File: src/design/uart_cmd_pkg.sv
package uart_cmd_pkg;

	// Serial timing
	localparam int BAUD_DIV   = 8;	// clk cycles per b_tick
	localparam int OVERSAMPLE = 4;	// b_ticks per serial bit
	localparam int DIV_W      = $clog2(BAUD_DIV);
	localparam int TICK_W     = $clog2(OVERSAMPLE);

	// Register bank
	localparam int REG_COUNT = 8;
	localparam int ADDR_W    = $clog2(REG_COUNT);

	// Host opcodes, first byte of a command frame
	typedef enum logic [7:0] {
		OP_WRITE = 8'h01,
		OP_READ  = 8'h02,
		OP_ADD   = 8'h03,
		OP_XOR   = 8'h04,
		OP_BAD   = 8'hff	// Any undefined code
	} cmd_op_e;

	// First byte of a response frame
	typedef enum logic [7:0] {
		STAT_OK       = 8'h00,
		STAT_BAD_OP   = 8'he1,
		STAT_BAD_ADDR = 8'he2
	} status_e;

	// Five serial states need three bits
	typedef enum logic [2:0] {
		ST_IDLE   = 3'd0,
		ST_START  = 3'd1,
		ST_DATA   = 3'd2,
		ST_PARITY = 3'd3,
		ST_STOP   = 3'd4
	} ser_state_e;

endpackage

File: src/design/cmd_if.sv
`timescale 1ns/1ps

// Decoded command, decode to execute
interface cmd_if;
	import uart_cmd_pkg::*;

	logic        valid;	// One-cycle pulse
	cmd_op_e     op;
	logic [7:0]  addr;
	logic [7:0]  data;

	modport src (output valid, op, addr, data);
	modport dst (input valid, op, addr, data);
endinterface

// Command result, execute to response
interface result_if;
	import uart_cmd_pkg::*;

	logic        valid;	// One-cycle pulse
	status_e     status;
	logic [7:0]  data;
	logic        busy;	// Response still on the line

	modport src (output valid, status, data, input busy);
	modport dst (input valid, status, data, output busy);
endinterface

File: src/design/baud_gen.sv
`timescale 1ns/1ps

module baud_gen (
	input  logic clk,
	input  logic rstn,
	output logic b_tick
);
	import uart_cmd_pkg::*;

	logic [DIV_W-1:0] div_cnt;

	// Shared time base for rx and tx
	always_ff @(posedge clk or negedge rstn)
	begin
		if (!rstn)
		begin
			div_cnt <= '0;
			b_tick  <= 1'b0;
		end
		else if (div_cnt == DIV_W'(BAUD_DIV - 1))
		begin
			div_cnt <= '0;
			b_tick  <= 1'b1;	// One cycle on wrap
		end
		else
		begin
			div_cnt <= div_cnt + 1'b1;
			b_tick  <= 1'b0;
		end
	end

endmodule

File: src/design/uart_rx.sv
`timescale 1ns/1ps

module uart_rx (
	input  logic       clk,
	input  logic       rstn,
	input  logic       b_tick,
	input  logic       rx,
	input  logic       parity_en,
	output logic       rx_done,
	output logic       rx_err,
	output logic [7:0] dout
);
	import uart_cmd_pkg::*;

	ser_state_e        state_reg, state_next;
	logic [TICK_W-1:0] tick_reg, tick_next;	// Oversampling counter
	logic [2:0]        bit_reg, bit_next;	// Data bit index
	logic [7:0]        shift_reg, shift_next;
	logic              par_reg, par_next;	// Received parity bit
	logic              done_next, err_next;
	logic              sample;

	// Middle of a data, parity or stop bit
	assign sample = b_tick && (tick_reg == TICK_W'(OVERSAMPLE - 1));

	always_ff @(posedge clk or negedge rstn)
	begin
		if (!rstn)
		begin
			state_reg <= ST_IDLE;
			tick_reg  <= '0;
			bit_reg   <= '0;
			shift_reg <= '0;
			par_reg   <= 1'b0;
			rx_done   <= 1'b0;
			rx_err    <= 1'b0;
		end
		else
		begin
			state_reg <= state_next;
			tick_reg  <= tick_next;
			bit_reg   <= bit_next;
			shift_reg <= shift_next;
			par_reg   <= par_next;
			rx_done   <= done_next;
			rx_err    <= err_next;
		end
	end

	// Held until the next good byte
	always_ff @(posedge clk)
	begin
		if (done_next)
			dout <= shift_reg;
	end

	always_comb
	begin
		state_next = state_reg;
		tick_next  = tick_reg;
		bit_next   = bit_reg;
		shift_next = shift_reg;
		par_next   = par_reg;
		done_next  = 1'b0;
		err_next   = 1'b0;

		case (state_reg)
			ST_IDLE:
				if (!rx)
				begin
					state_next = ST_START;
					tick_next  = '0;
				end
			ST_START:
				if (b_tick)
				begin
					if (tick_reg == TICK_W'(OVERSAMPLE / 2 - 1))
					begin
						tick_next = '0;
						bit_next  = '0;
						// Glitch if the line went back high
						state_next = rx ? ST_IDLE : ST_DATA;
					end
					else
						tick_next = tick_reg + 1'b1;
				end
			ST_DATA:
				if (sample)
				begin
					tick_next  = '0;
					shift_next = {rx, shift_reg[7:1]};	// LSB first
					if (bit_reg == 3'd7)
						state_next = parity_en ? ST_PARITY : ST_STOP;
					else
						bit_next = bit_reg + 1'b1;
				end
				else if (b_tick)
					tick_next = tick_reg + 1'b1;
			ST_PARITY:
				if (sample)
				begin
					tick_next  = '0;
					par_next   = rx;
					state_next = ST_STOP;
				end
				else if (b_tick)
					tick_next = tick_reg + 1'b1;
			ST_STOP:
				if (sample)
				begin
					state_next = ST_IDLE;
					// Stop must be high, parity even over data and parity bit
					if (rx && (!parity_en || !(^{par_reg, shift_reg})))
						done_next = 1'b1;
					else
						err_next = 1'b1;
				end
				else if (b_tick)
					tick_next = tick_reg + 1'b1;
			default:
				state_next = ST_IDLE;
		endcase
	end

	a_done_err_excl: assert property (@(posedge clk) disable iff (!rstn)
		!(rx_done && rx_err));

endmodule

File: src/design/cmd_decode.sv
`timescale 1ns/1ps

module cmd_decode (
	input  logic       clk,
	input  logic       rstn,
	input  logic       rx_done,
	input  logic       rx_err,
	input  logic [7:0] rx_byte,
	cmd_if.src         cmd
);
	import uart_cmd_pkg::*;

	logic [1:0] pos;	// Byte position in the frame
	logic [7:0] op_byte;
	logic [7:0] addr_byte;

	function automatic cmd_op_e decode_op(input logic [7:0] code);
		case (code)
			8'h01:   return OP_WRITE;
			8'h02:   return OP_READ;
			8'h03:   return OP_ADD;
			8'h04:   return OP_XOR;
			default: return OP_BAD;
		endcase
	endfunction

	always_ff @(posedge clk or negedge rstn)
	begin
		if (!rstn)
		begin
			pos       <= '0;
			cmd.valid <= 1'b0;
		end
		else
		begin
			cmd.valid <= 1'b0;
			if (rx_err)
				pos <= '0;	// Resync on a bad byte
			else if (rx_done)
			begin
				if (pos == 2'd2)
				begin
					pos       <= '0;
					cmd.valid <= 1'b1;
				end
				else
					pos <= pos + 1'b1;
			end
		end
	end

	// Frame bytes
	always_ff @(posedge clk)
	begin
		if (rx_done)
		begin
			case (pos)
				2'd0: op_byte   <= rx_byte;
				2'd1: addr_byte <= rx_byte;
				2'd2:
				begin
					cmd.op   <= decode_op(op_byte);
					cmd.addr <= addr_byte;
					cmd.data <= rx_byte;
				end
				default: ;
			endcase
		end
	end

endmodule

File: src/design/cmd_execute.sv
`timescale 1ns/1ps

module cmd_execute (
	input  logic clk,
	input  logic rstn,
	cmd_if.dst   cmd,
	result_if.src res
);
	import uart_cmd_pkg::*;

	logic [7:0]        regs [REG_COUNT];
	logic [ADDR_W-1:0] idx;
	logic [7:0]        cur_val;
	logic [7:0]        new_val;
	logic [7:0]        resp_data;
	status_e           resp_stat;
	logic              wr_en;

	always_comb
	begin
		idx       = cmd.addr[ADDR_W-1:0];
		cur_val   = regs[idx];
		new_val   = cur_val;
		resp_stat = STAT_OK;

		case (cmd.op)
			OP_WRITE: new_val = cmd.data;
			OP_READ:  new_val = cur_val;
			OP_ADD:   new_val = cur_val + cmd.data;	// Wraps mod 256
			OP_XOR:   new_val = cur_val ^ cmd.data;
			default:  resp_stat = STAT_BAD_OP;
		endcase

		// Opcode error wins over address error
		if (resp_stat == STAT_OK && cmd.addr >= 8'(REG_COUNT))
			resp_stat = STAT_BAD_ADDR;

		wr_en     = cmd.valid && (resp_stat == STAT_OK);
		resp_data = (resp_stat == STAT_OK) ? new_val : 8'h00;
	end

	always_ff @(posedge clk or negedge rstn)
	begin
		if (!rstn)
		begin
			for (int i = 0; i < REG_COUNT; i++)
				regs[i] <= 8'h00;
			res.valid <= 1'b0;
		end
		else
		begin
			if (wr_en)
				regs[idx] <= new_val;
			res.valid <= cmd.valid;	// One cycle after the command
		end
	end

	always_ff @(posedge clk)
	begin
		if (cmd.valid)
		begin
			res.status <= resp_stat;
			res.data   <= resp_data;
		end
	end

	// Host must wait for the previous response
	a_no_overrun: assert property (@(posedge clk) disable iff (!rstn)
		res.valid |-> !res.busy);

endmodule

File: src/design/resp_tx.sv
`timescale 1ns/1ps

module resp_tx (
	input  logic  clk,
	input  logic  rstn,
	input  logic  b_tick,
	input  logic  parity_en,
	result_if.dst res,
	output logic  tx
);
	import uart_cmd_pkg::*;

	ser_state_e        state;
	logic [TICK_W-1:0] tick_cnt;
	logic [2:0]        bit_cnt;
	logic              second;	// Sending the data byte
	logic [7:0]        cur_byte;
	logic [7:0]        next_byte;
	logic              bit_end;
	logic              frame_load;
	logic              frame_next;

	assign bit_end    = b_tick && (tick_cnt == TICK_W'(OVERSAMPLE - 1));
	assign frame_load = (state == ST_IDLE) && res.valid;
	assign frame_next = (state == ST_STOP) && bit_end && !second;

	// Status first, then data
	always_ff @(posedge clk)
	begin
		if (frame_load)
		begin
			cur_byte  <= res.status;
			next_byte <= res.data;
		end
		else if (frame_next)
			cur_byte <= next_byte;
	end

	always_ff @(posedge clk or negedge rstn)
	begin
		if (!rstn)
		begin
			state     <= ST_IDLE;
			tick_cnt  <= '0;
			bit_cnt   <= '0;
			second    <= 1'b0;
			tx        <= 1'b1;	// Line idles high
			res.busy  <= 1'b0;
		end
		else
		begin
			if (b_tick && state != ST_IDLE)
				tick_cnt <= bit_end ? '0 : tick_cnt + 1'b1;

			case (state)
				ST_IDLE:
					if (res.valid)
					begin
						state    <= ST_START;
						tick_cnt <= '0;
						second   <= 1'b0;
						tx       <= 1'b0;
						res.busy <= 1'b1;
					end
				ST_START:
					if (bit_end)
					begin
						state   <= ST_DATA;
						bit_cnt <= '0;
						tx      <= cur_byte[0];
					end
				ST_DATA:
					if (bit_end)
					begin
						if (bit_cnt == 3'd7)
						begin
							if (parity_en)
							begin
								state <= ST_PARITY;
								tx    <= ^cur_byte;	// Even parity
							end
							else
							begin
								state <= ST_STOP;
								tx    <= 1'b1;
							end
						end
						else
						begin
							bit_cnt <= bit_cnt + 1'b1;
							tx      <= cur_byte[bit_cnt + 3'd1];
						end
					end
				ST_PARITY:
					if (bit_end)
					begin
						state <= ST_STOP;
						tx    <= 1'b1;
					end
				ST_STOP:
					if (bit_end)
					begin
						if (!second)
						begin
							second <= 1'b1;
							state  <= ST_START;
							tx     <= 1'b0;
						end
						else
						begin
							state    <= ST_IDLE;
							res.busy <= 1'b0;
						end
					end
				default:
					state <= ST_IDLE;
			endcase
		end
	end

	a_idle_high: assert property (@(posedge clk) disable iff (!rstn)
		(state == ST_IDLE) |-> tx);

endmodule

File: src/design/uart_cmd_top.sv
`timescale 1ns/1ps

module uart_cmd_top (
	input  logic clk,
	input  logic rstn,
	input  logic rx,
	input  logic parity_en,
	output logic tx,
	output logic rx_err
);

	logic       b_tick;
	logic       rx_done;
	logic [7:0] rx_byte;

	cmd_if    cmd ();
	result_if res ();

	baud_gen u_baud (
		.clk    (clk),
		.rstn   (rstn),
		.b_tick (b_tick)
	);

	uart_rx u_rx (
		.clk       (clk),
		.rstn      (rstn),
		.b_tick    (b_tick),
		.rx        (rx),
		.parity_en (parity_en),
		.rx_done   (rx_done),
		.rx_err    (rx_err),
		.dout      (rx_byte)
	);

	cmd_decode u_decode (
		.clk     (clk),
		.rstn    (rstn),
		.rx_done (rx_done),
		.rx_err  (rx_err),
		.rx_byte (rx_byte),
		.cmd     (cmd.src)
	);

	cmd_execute u_exec (
		.clk  (clk),
		.rstn (rstn),
		.cmd  (cmd.dst),
		.res  (res.src)
	);

	resp_tx u_tx (
		.clk       (clk),
		.rstn      (rstn),
		.b_tick    (b_tick),
		.parity_en (parity_en),
		.res       (res.dst),
		.tx        (tx)
	);

endmodule

File: config.mk
export PLATFORM = sky130hd
export DESIGN_NAME = uart_cmd_top
export DESIGN_NICKNAME = d
export VERILOG_FILES = /design/src/design/uart_cmd_pkg.sv /design/src/design/cmd_if.sv /design/src/design/baud_gen.sv /design/src/design/uart_rx.sv /design/src/design/cmd_decode.sv /design/src/design/cmd_execute.sv /design/src/design/resp_tx.sv /design/src/design/uart_cmd_top.sv
export SDC_FILE = /design/constraint.sdc
export NUM_CORES = 1
export LEC_CHECK = 0
export ABC_AREA = 0
export BUFFER_PORTS_ARGS = -buffer_cell sky130_fd_sc_hd__buf_2
export CORE_MARGIN = 10
export CORE_UTILIZATION = 28
export DETAILED_ROUTE_END_ITERATION = 10
export HOLD_SLACK_MARGIN = 0.06
export PLACE_DENSITY_LB_ADDON = 0.08
export SLEW_MARGIN = 10
export SYNTH_ARGS = -nofsm -noshare
export SYNTH_HDL_FRONTEND = slang
export SYNTH_SLANG_ARGS = --single-unit
File: constraint.sdc
create_clock -name clk -period 5.6 [get_ports clk]
set_input_delay 0.84 -clock clk [delete_from_list [all_inputs] [get_ports clk]]
set_output_delay 0.84 -clock clk [all_outputs]
set_load 0.1 [all_outputs]
==> out/qor.yml, run 1 <==
rrSetupSlack_ns: 1.34
rsz0062_at_grt: "false"
synth.area.top_cells: "dfrtp_1 (32%), edfxtp_1 (27%), mux2_2 (7.4%)"
synthCells: 632
grt.total_usage: 0.101
tightest_slew_ns: 1.14
grt_pass1_vias: 5055
min_period_ns: 4.26
clk_pin_slew_ns: 0.07
syn_area_per_cell_um2: 12.6
antenna_found_initial: 0
dp_hpwl_mm: 12.5
yosysTopAreaCellShare: 0.315
drive_above_1_share: 0.191
worstPathMaxFanout: 21
cts_tree: "done"
fp-row-count: 61
crit_path_cell_trace: "nor2b_1 > nand2_1 > o21ai_0 > or3_1 > ha_1 > inv_1 > fa_1 > nor2b_1 > o21ai_0 > a21oi_1 > or3_1 > a31oi_1 > nor3_1"
antenna_cells: 0
io_pins: 6
coreArea_mm2: 0.0279
cp_num_buf_inv: 1
placed_area_mm2: 0.00842
fin_crit_sh: 0.760
final_common_cell: "dfrtp_1"
cts_buffers: 17
worstPathArrival_ns: 4.41
hold_violations: 0
ir_worst_vdd_uv: 167
cpPeakStageDelay_ns: 0.98
yosys_warnings: 0
detail_route.first_pass.iterations: 5
p_leak_nw: 3.57
grt_start_max_net_pins: 63
cts-resized-gates: 0
insertion_delay_ns: 0.43
max_freq_mhz: 235
initial_utilization: 0.285
hold_buffers: 0
rr_worst_depth: 13
end_kind: "flip-flop"
critPathKind: "flip-flop to flip-flop"
routed_wl_mm: 17.3
setup_viol: 0
yosys.area.top_type: "dfrtp_1"
outcome: "completed"
crit_path_start_kind: "flip-flop"
n_fill_cell: 2743
regArea_mm2: 0.00466
die_h_um: 188
drtIter0Drc: 261
drv_slew: 0
gr-total-overflow: 0
synth_area_mm2: 0.00794
htree_levels: 4
place_congestion: 0.823
clockBufferDepth: 2
yosysSeqAreaShare: 0.587
cts_setup_buffers: 0
whs_ns: 0.375
drc: 0
synthArstFlopShare: 0.587
crit_path_top_delay_cell: "edfxtp_1"
via_count: 4856
fin_skew_ns: 0.0127
cap_viol_max_count: 0
cts_root_buf: "clkbuf_16"
synth_cell_types: 62
multi_input_area_mm2: 0.00314
setup_tns_ns: 0
wl_per_cell_um: 16.8
p_total_w: 0.00263
min_path_type: "input port to asynchronous set/reset pin"
slew_headroom: 0.237
r2r-end: "u_exec.res.data[6]"
synth_edf_count: 71
synth_nets: 654
drtAntennaViolNets: 0
rr_startpoint: "u_decode.cmd.addr[1]"
p_per_area_mw_per_mm2: 293
clock_sinks: 172
avgViaCountPerCell: 4.70
synthFlopType: "dfrtp_1"
synthToLayoutAreaGrowth_pct: 13.1
num-nets-final: 664
grt_pass1_wl_mm: 28.2
final_cell_mix: "dfrtp_1 (100), edfxtp_1 (71), nand2_1 (60), mux2_2 (52), nor2_1 (46)"
die_w_um: 188
largest_register_ff_count: 64
critical_path.top_delay_family: "simple AND/OR/NAND/NOR gates"
regMostFlops: "u_exec.regs"
portBuffers: 5
crit_required_ns: 5.75
die_area_mm2: 0.0355
stdcell_area_mm2: 0.00897
synth-seq-cells: 172
worst max path at each step:
stage	slack, ns	start	depth (start not counted)	endpoint
4_1_cts	1.30	u_decode.cmd.addr[1]	13	u_exec.regs[36]
2_1_floorplan	2.16	u_decode.cmd.addr[2]	11	u_exec.res.data[6]
5_1_grt	0.94	u_decode.cmd.addr[1]	12	u_exec.res.data[5]
3_3_place_gp	1.46	u_decode.cmd.addr[1]	13	u_exec.res.data[4]
3_5_place_dp	1.31	u_decode.cmd.addr[1]	13	u_exec.regs[36]
6_report	1.34	u_decode.cmd.addr[1]	13	u_exec.res.data[6]
worst register-to-register path: cells and delay by family (launching register included):
kind / cells / cell delay (ns)
adder cells (fa/ha/maj): 2 / 0.42
AND/OR/NAND/NOR: 6 / 1.42
flip-flops: 1 / 0.98
buffers and inverters: 1 / 0.07
AO/OA/AOI/OAI: 4 / 1.11
final cells by class:
cell class	instances	share of cell area
clock buffer	17	0.0474
clock inverter	15	0.0144
inverter	17	0.00711
multi-input combinational	421	0.349
sequential	172	0.519
tap	378	0.0527
timing repair buffer	13	0.00976
Yosys cell counts (2+ instances only):
master / instances
dfrtp_1: 100
edfxtp_1: 71
nand2_1: 60
mux2_2: 52
nor2_1: 46
o21ai_0: 44
a21oi_1: 19
ha_1: 17
inv_1: 17
clkbuf_1: 16
xnor2_1: 15
nor2b_1: 14
nor3_1: 13
mux4_2: 12
nand3_1: 11
nor3b_1: 10
and2_1: 8
or3_1: 8
mux2i_1: 7
o31ai_1: 7
a31oi_1: 6
o22ai_1: 6
a21o_1: 5
a211oi_1: 4
nand3b_1: 4
o21a_1: 4
a221oi_1: 3
a22oi_1: 3
and3_1: 3
buf_2: 3
nand2_2: 3
nand2b_1: 3
xor2_1: 3
a221oi_2: 2
and2_0: 2
buf_1: 2
mux2_1: 2
o2111ai_1: 2
or3b_2: 2
kinds of logic after synthesis:
| logic type | count (synthesis) | share of synthesized area |
|---|---|---|
| AND/OR/NAND/NOR | 192 | 0.120 |
| adder cells (fa/ha/maj) | 18 | 0.0293 |
| AO/OA/AOI/OAI | 118 | 0.0989 |
| flip-flops | 172 | 0.587 |
| XOR/XNOR | 19 | 0.0227 |
| multiplexers | 74 | 0.122 |
| buffers and inverters | 39 | 0.0194 |
metal layers:
metal | up-vias | wire length [µm] | global-route usage
met1 | 2448 | 8450 | 0.133
met2 | 49 | 8220 | 0.161
met3 | 17 | 409 | 0.0220
met4 | 0 | 253 | 0.0330
met5 | - | 0 | 0
li1 | 2342 | - | -
stage by stage:
| stage | setup slack (ns) | std cells | util |
|---|---|---|---|
| after detailed placement | 1.31 | 1001 | 0.302 |
| after CTS | 1.30 | 1033 | 0.322 |
| after global routing | 0.939 | 1033 | 0.322 |
| after global placement | 1.46 | 1001 | 0.302 |
| after floorplan | 2.16 | 632 | - |
| final | 1.34 | 1033 | 0.322 |
power by group:
| group | switching, W | leakage (nW) | internal [W] |
|---|---|---|---|
| Sequential | 0.0000368 | 2.04 | 0.00132 |
| Combinational | 0.0000780 | 1.25 | 0.0000563 |
| Clock | 0.000548 | 0.279 | 0.000587 |
Power figures use the tool's default switching activity.
==> inputs of run 2 (changes only) <==
==> constraint.sdc (replaced) <==
create_clock -name clk -period 3.6 [get_ports clk]
set_input_delay 0.54 -clock clk [delete_from_list [all_inputs] [get_ports clk]]
set_output_delay 0.54 -clock clk [all_outputs]
set_load 0.1 [all_outputs]
==> run 2 against run 1 <==
Compared with the run above: clock-buffer cell count up 3; flip-flop and latch count unchanged; combinational power up 62%; final cell count up 1.7%; register-to-register slack got worse by 1.1 ns; sequential share of layout area fell by 1.1 points; fmax grew 28%; cell area up 2.1%; hold slack got worse by 0.25 ns; highest routed layer unchanged.
==> out/qor.yml, run 2 (synthesis gave the netlist of run 1 again) <==
rr_worst_depth: 10  # -3
grt_pass1_wl_mm: 29.3  # +3.7%
insertion_delay_ns: 0.43  # about the same
end_kind: "flip-flop"
final_cell_mix: "dfrtp_1 (100), edfxtp_1 (71), nand2_1 (60), mux2_2 (52), nor2_1 (46)"
stdcell_area_mm2: 0.00916  # +2.1%
min_path_type: "input port to asynchronous set/reset pin"
dp_hpwl_mm: 12.8  # +2.2%
grt_pass1_vias: 5177  # +2.4%
hold_buffers: 0  # unchanged
avgViaCountPerCell: 4.61  # -2.0%
cts_tree: "done"
fin_crit_sh: 0.925  # +0.164
max_freq_mhz: 300  # +28%
clockBufferDepth: 2  # unchanged
crit_path_start_kind: "flip-flop"
synthToLayoutAreaGrowth_pct: 15.5
grt.total_usage: 0.104  # +0.00376
slew_headroom: 0.268  # +0.0318
regMostFlops: "u_exec.regs"
n_fill_cell: 2737  # -0.22%
routed_wl_mm: 17.6  # +1.5%
rr_startpoint: "u_decode.cmd.addr[0]"
drv_slew: 0  # unchanged
die_h_um: 188  # unchanged
wl_per_cell_um: 16.7  # -0.22%
setup_tns_ns: 0  # unchanged
utilization: 0.329  # +0.00669
cts_root_buf: "clkbuf_16"
hold_violations: 0  # unchanged
cap_viol_max_count: 0  # unchanged
htree_levels: 4  # unchanged
worstSetupStartpoint: "u_decode.cmd.addr[0]"
clock_sinks: 172  # unchanged
rrSetupSlack_ns: 0.27  # -1.07 ns
placed_area_mm2: 0.00857  # +1.8%
ir_worst_vdd_uv: 224  # +34%
antenna_cells: 0  # unchanged
clk_pin_slew_ns: 0.07  # about the same
coreArea_mm2: 0.0279  # unchanged
setup_viol: 0  # unchanged
drive_above_1_share: 0.214  # +0.0231
rsz0062_at_grt: "false"
crit_required_ns: 3.87  # -1.88 ns
detail_route.first_pass.iterations: 5  # unchanged
critPathKind: "flip-flop to flip-flop"
regArea_mm2: 0.00466  # unchanged
drtIter0Drc: 405  # +55%
worstPathArrival_ns: 3.60  # -0.81 ns
die_w_um: 188  # unchanged
via_count: 4844  # -0.25%
r2r-end: "u_exec.res.data[7]"
multi_input_area_mm2: 0.00313  # -0.28%
fp-row-count: 61  # unchanged
outcome: "completed"
die_area_mm2: 0.0355  # unchanged
grt_start_max_net_pins: 59  # -6.3%
drc: 0  # unchanged
io_pins: 6  # unchanged
portBuffers: 5  # unchanged
place_congestion: 0.793  # -3.7%
drtAntennaViolNets: 0  # unchanged
final_common_cell: "dfrtp_1"
p_per_area_mw_per_mm2: 453  # +55%
initial_utilization: 0.285  # unchanged
gr-total-overflow: 0  # unchanged
cts_buffers: 17  # unchanged
largest_register_ff_count: 64  # unchanged
antenna_found_initial: 0  # unchanged
tightest_slew_ns: 1.09  # -0.0474 ns
p_leak_nw: 3.68  # +3.1%
min_period_ns: 3.33  # -0.929 ns
fin_skew_ns: 0.0114  # -0.00129 ns
worstPathMaxFanout: 10  # -52%
num-nets-final: 682  # +2.7%
## run 2: through the flow
stage | setup slack (ns) | hold slack [ns] | total power (W) | std cells
floorplan | 0.161 | 0.244 | 0.00230 | 632
global placement | 0.297 | 0.405 | 0.00236 | 1019
detailed placement | 0.258 | 0.407 | 0.00237 | 1019
CTS | 0.226 | 0.145 | 0.00422 | 1051
global route | 0.0249 | 0.168 | 0.00434 | 1051
finish | 0.271 | 0.127 | 0.00415 | 1051
## run 2: power breakdown
part	switching, W	internal [W]	leakage, nW
Combinational	0.000127	0.0000893	1.35
Sequential	0.0000562	0.00205	2.04
Clock	0.000852	0.000974	0.292
Total	0.00104	0.00312	3.68
## run 2: routing by layer
| layer | track usage | wire [µm] | up-vias |
|---|---|---|---|
| li1 | - | - | 2376 |
| met1 | 0.139 | 8790 | 2413 |
| met2 | 0.167 | 8180 | 39 |
| met3 | 0.0185 | 354 | 16 |
| met4 | 0.0379 | 274 | 0 |
| met5 | 0 | 0 | - |
## run 2: layout make-up
| cell class | instances | share of cell area |
|---|---|---|
| inverters | 17 | 0.00697 |
| repair buffers | 31 | 0.0270 |
| multi-input cells | 421 | 0.341 |
| well taps | 378 | 0.0516 |
| flip-flops and latches | 172 | 0.509 |
| clock inverters | 12 | 0.0134 |
| clock buffers | 20 | 0.0509 |
## run 2: what timing repair did
item | 4_1_cts | 5_1_grt
buffers inserted | 0 | 0
setup endpoints to repair | 0 | 9
gates resized for setup | 0 | 1
## run 2: critical path, cell delays in order, from the launching register on
cell and delay, ns:
edfxtp_1 0.42, buf_4 0.25, mux4_2 0.52, mux2_2 0.31, ha_1 0.36, a21o_1 0.20
a31o_2 0.24, a21oi_1 0.16, nand3_1 0.15, a31oi_4 0.36, nor2b_1 0.20
## run 2: worst max-delay path by stage
stage,endpoint,slack (ns),cells after the start
6_report,u_exec.res.data[7],0.27,10
5_1_grt,u_exec.regs[44],0.02,15
4_1_cts,u_exec.res.data[7],0.23,10
3_5_place_dp,u_exec.res.data[7],0.26,10
3_3_place_gp,u_exec.res.data[7],0.30,10
2_1_floorplan,u_exec.res.data[6],0.16,11
==> inputs of run 3 (changes only) <==
--- a/config.mk
+++ b/config.mk
@@ -6,10 +6,11 @@
 export NUM_CORES = 1
 export LEC_CHECK = 0
 export ABC_AREA = 0
-export BUFFER_PORTS_ARGS = -buffer_cell sky130_fd_sc_hd__buf_2
 export CORE_MARGIN = 10
 export CORE_UTILIZATION = 28
 export DETAILED_ROUTE_END_ITERATION = 10
+export DONT_BUFFER_PORTS = 1
+export GPL_TIMING_DRIVEN = 0
 export HOLD_SLACK_MARGIN = 0.06
 export PLACE_DENSITY_LB_ADDON = 0.08
 export SLEW_MARGIN = 10
==> run 3 against run 2 <==
Compared with the run above: final cell count unchanged; flip-flop and latch count is the same; core utilization rose by 0.072 points; highest routed layer unchanged; clock skew is 0.0036 ns higher; setup slack got worse by 0.063 ns; via count is 2.0% higher; combinational power is 18% higher; non-clock buffer count unchanged; sequential power about the same; die area is the same; largest power group unchanged; global-route usage fell by 0.13 points; critical path type unchanged; first-iteration DRC count shrank 16%.
==> out/qor.yml, run 3 (synthesis gave the netlist of run 1 again) <==
drv_slew: 0  # unchanged
min_path_type: "input port to asynchronous set/reset pin"
cts_tree: "done"
place_congestion: 0.794  # +0.15%
hold_violations: 0  # unchanged
antenna_cells: 0  # unchanged
setup_viol: 0  # unchanged
critical_path.top_delay_family: "compound AO/OA/AOI/OAI gates"
avgViaCountPerCell: 4.70  # +2.0%
cp_num_buf_inv: 2  # +1
critPathKind: "flip-flop to flip-flop"
antenna_found_initial: 0  # unchanged
slew_headroom: 0.227  # -0.0410
grt.total_usage: 0.103  # -0.00133
path_common_cell: "buf_4"
cap_viol_max_count: 0  # unchanged
die_h_um: 188  # unchanged
insertion_delay_ns: 0.44  # about the same
crit_path_start_kind: "flip-flop"
p_per_area_mw_per_mm2: 450  # -0.77%
final_common_cell: "dfrtp_1"
grt_start_max_net_pins: 102  # +73%
htree_levels: 4  # unchanged
fp-row-count: 61  # unchanged
dp_hpwl_mm: 12.4  # -3.3%
grt_pass1_wl_mm: 28.9  # -1.4%
num-nets-final: 682  # unchanged
initial_utilization: 0.285  # unchanged
clk_pin_slew_ns: 0.07  # about the same
synthToLayoutAreaGrowth_pct: 15.7
whs_ns: 0.0373  # -0.0900 ns
die_w_um: 188  # unchanged
clockBufferDepth: 2  # unchanged
end_kind: "flip-flop"
p_total_w: 0.00413  # -0.56%
gr-total-overflow: 0  # unchanged
via_count: 4942  # +2.0%
tightest_slew_ns: 1.15  # +0.0610 ns
max_freq_mhz: 295  # -1.9%
portBuffers: 0  # -5
crit_path_cell_trace: "buf_4 > buf_4 > mux4_2 > mux2_2 > ha_1 > a21o_1 > a31o_2 > a21oi_1 > nand3_1 > a31oi_4 > nor2b_1"
coreArea_mm2: 0.0279  # unchanged
drive_above_1_share: 0.202  # -0.0119
ir_worst_vdd_uv: 228  # +1.8%
cts_buffers: 17  # unchanged
crit_path_top_delay_cell: "edfxtp_1"
largest_register_ff_count: 64  # unchanged
clock_sinks: 172  # unchanged
drtIter0Drc: 341  # -16%
routed_wl_mm: 17.6  # about the same
outcome: "completed"
crit_required_ns: 3.88  # about the same
rrSetupSlack_ns: 0.21  # -0.06 ns
drtAntennaViolNets: 0  # unchanged
grt_pass1_vias: 5141  # -0.70%
worstPathArrival_ns: 3.67  # +0.07 ns
min_period_ns: 3.39  # +0.0629 ns
drc: 0  # unchanged
fin_crit_sh: 0.942  # +0.0175
wl_per_cell_um: 16.7  # about the same
worstPathMaxFanout: 10  # unchanged
die_area_mm2: 0.0355  # unchanged
final_cell_mix: "dfrtp_1 (100), edfxtp_1 (71), nand2_1 (60), mux2_2 (52), nor2_1 (45)"
cts_root_buf: "clkbuf_16"
io_pins: 6  # unchanged
cpPeakStageDelay_ns: 0.46  # -0.06 ns
detail_route.first_pass.iterations: 4  # -1
p_leak_nw: 3.62  # -1.6%
rsz0062_at_grt: "false"
regMostFlops: "u_exec.regs"
fin_skew_ns: 0.0149  # +0.00357 ns
run 3: changes by cell type in the layout (fill, tap and decap cells not counted), moves of 4 or more:
cell	before	now
clkbuf_1	0	14
clkinv_4	5	0
buf_4	25	7
inv_6	2	6
run 3: metrics by stage:
stage,util,worst slack [ns],std cells,TNS [ns],cell area (µm²)
detailed placement,0.303,-0.970,1011,-25.89,8430
global placement,0.302,-0.943,1010,-24.60,8410
CTS,0.327,0.00803,1047,0,9120
finish,0.330,0.208,1051,0,9180
global route,0.330,0.00178,1051,0,9180
floorplan,-,0.161,632,0,7940
run 3: metal layers:
metal | track usage | wire length, µm | up-vias
met5 | 0 | 0 | -
li1 | - | - | 2375
met2 | 0.161 | 8270 | 62
met4 | 0.0388 | 318 | 0
met3 | 0.0203 | 628 | 15
met1 | 0.139 | 8370 | 2490
run 3: report_power, final:
group / switching (W) / internal, W / total, W
logic: 0.000162 / 0.0000954 / 0.000257
clock network: 0.000838 / 0.000956 / 0.00179
registers: 0.0000238 / 0.00206 / 0.00208
total: 0.00102 / 0.00311 / 0.00413
run 3: final cells by class:
type                    instances  area (µm²)
repair buffers                  9         120
inverters                      17        63.8
clock buffers                  19         454
well taps                     378         473
flip-flops and latches        172        4660
clock inverters                13         118
plain buffers                  22         110
fillers                      2779       18700
multi-input cells             421        3180
run 3: worst register-to-register path, stage by stage (launching register included):
cell and delay (ns):
edfxtp_1 0.46, buf_4 0.24, buf_4 0.24, mux4_2 0.33, mux2_2 0.35, ha_1 0.37, a21o_1 0.18, a31o_2 0.21
a21oi_1 0.19, nand3_1 0.15, a31oi_4 0.36, nor2b_1 0.18
run 3: final timing paths:
kind | end | from | depth (start not counted)
setup reg to reg | u_exec.res.data[7] | u_decode.cmd.addr[2] | 11
min in group clk | u_rx.rx_err | rx | 1
setup / recovery | u_exec.res.data[7] | u_decode.cmd.addr[2] | 11
hold reg to reg | u_tx.next_byte[0] | u_exec.res.data[0] | 0
hold / removal | u_exec.regs[14] | rstn | 1
max in group asynchronous | u_baud.div_cnt[2] | rstn | 1
run 3: repair_timing:
item | 4_1_cts | 5_1_grt
hold buffers | 1 | 0
hold endpoints to repair | 101 | 0
pin swaps | 3 | 2
endpoints found under the setup margin | 45 | 46
buffers inserted | 3 | 4
resized for setup | 12 | 10
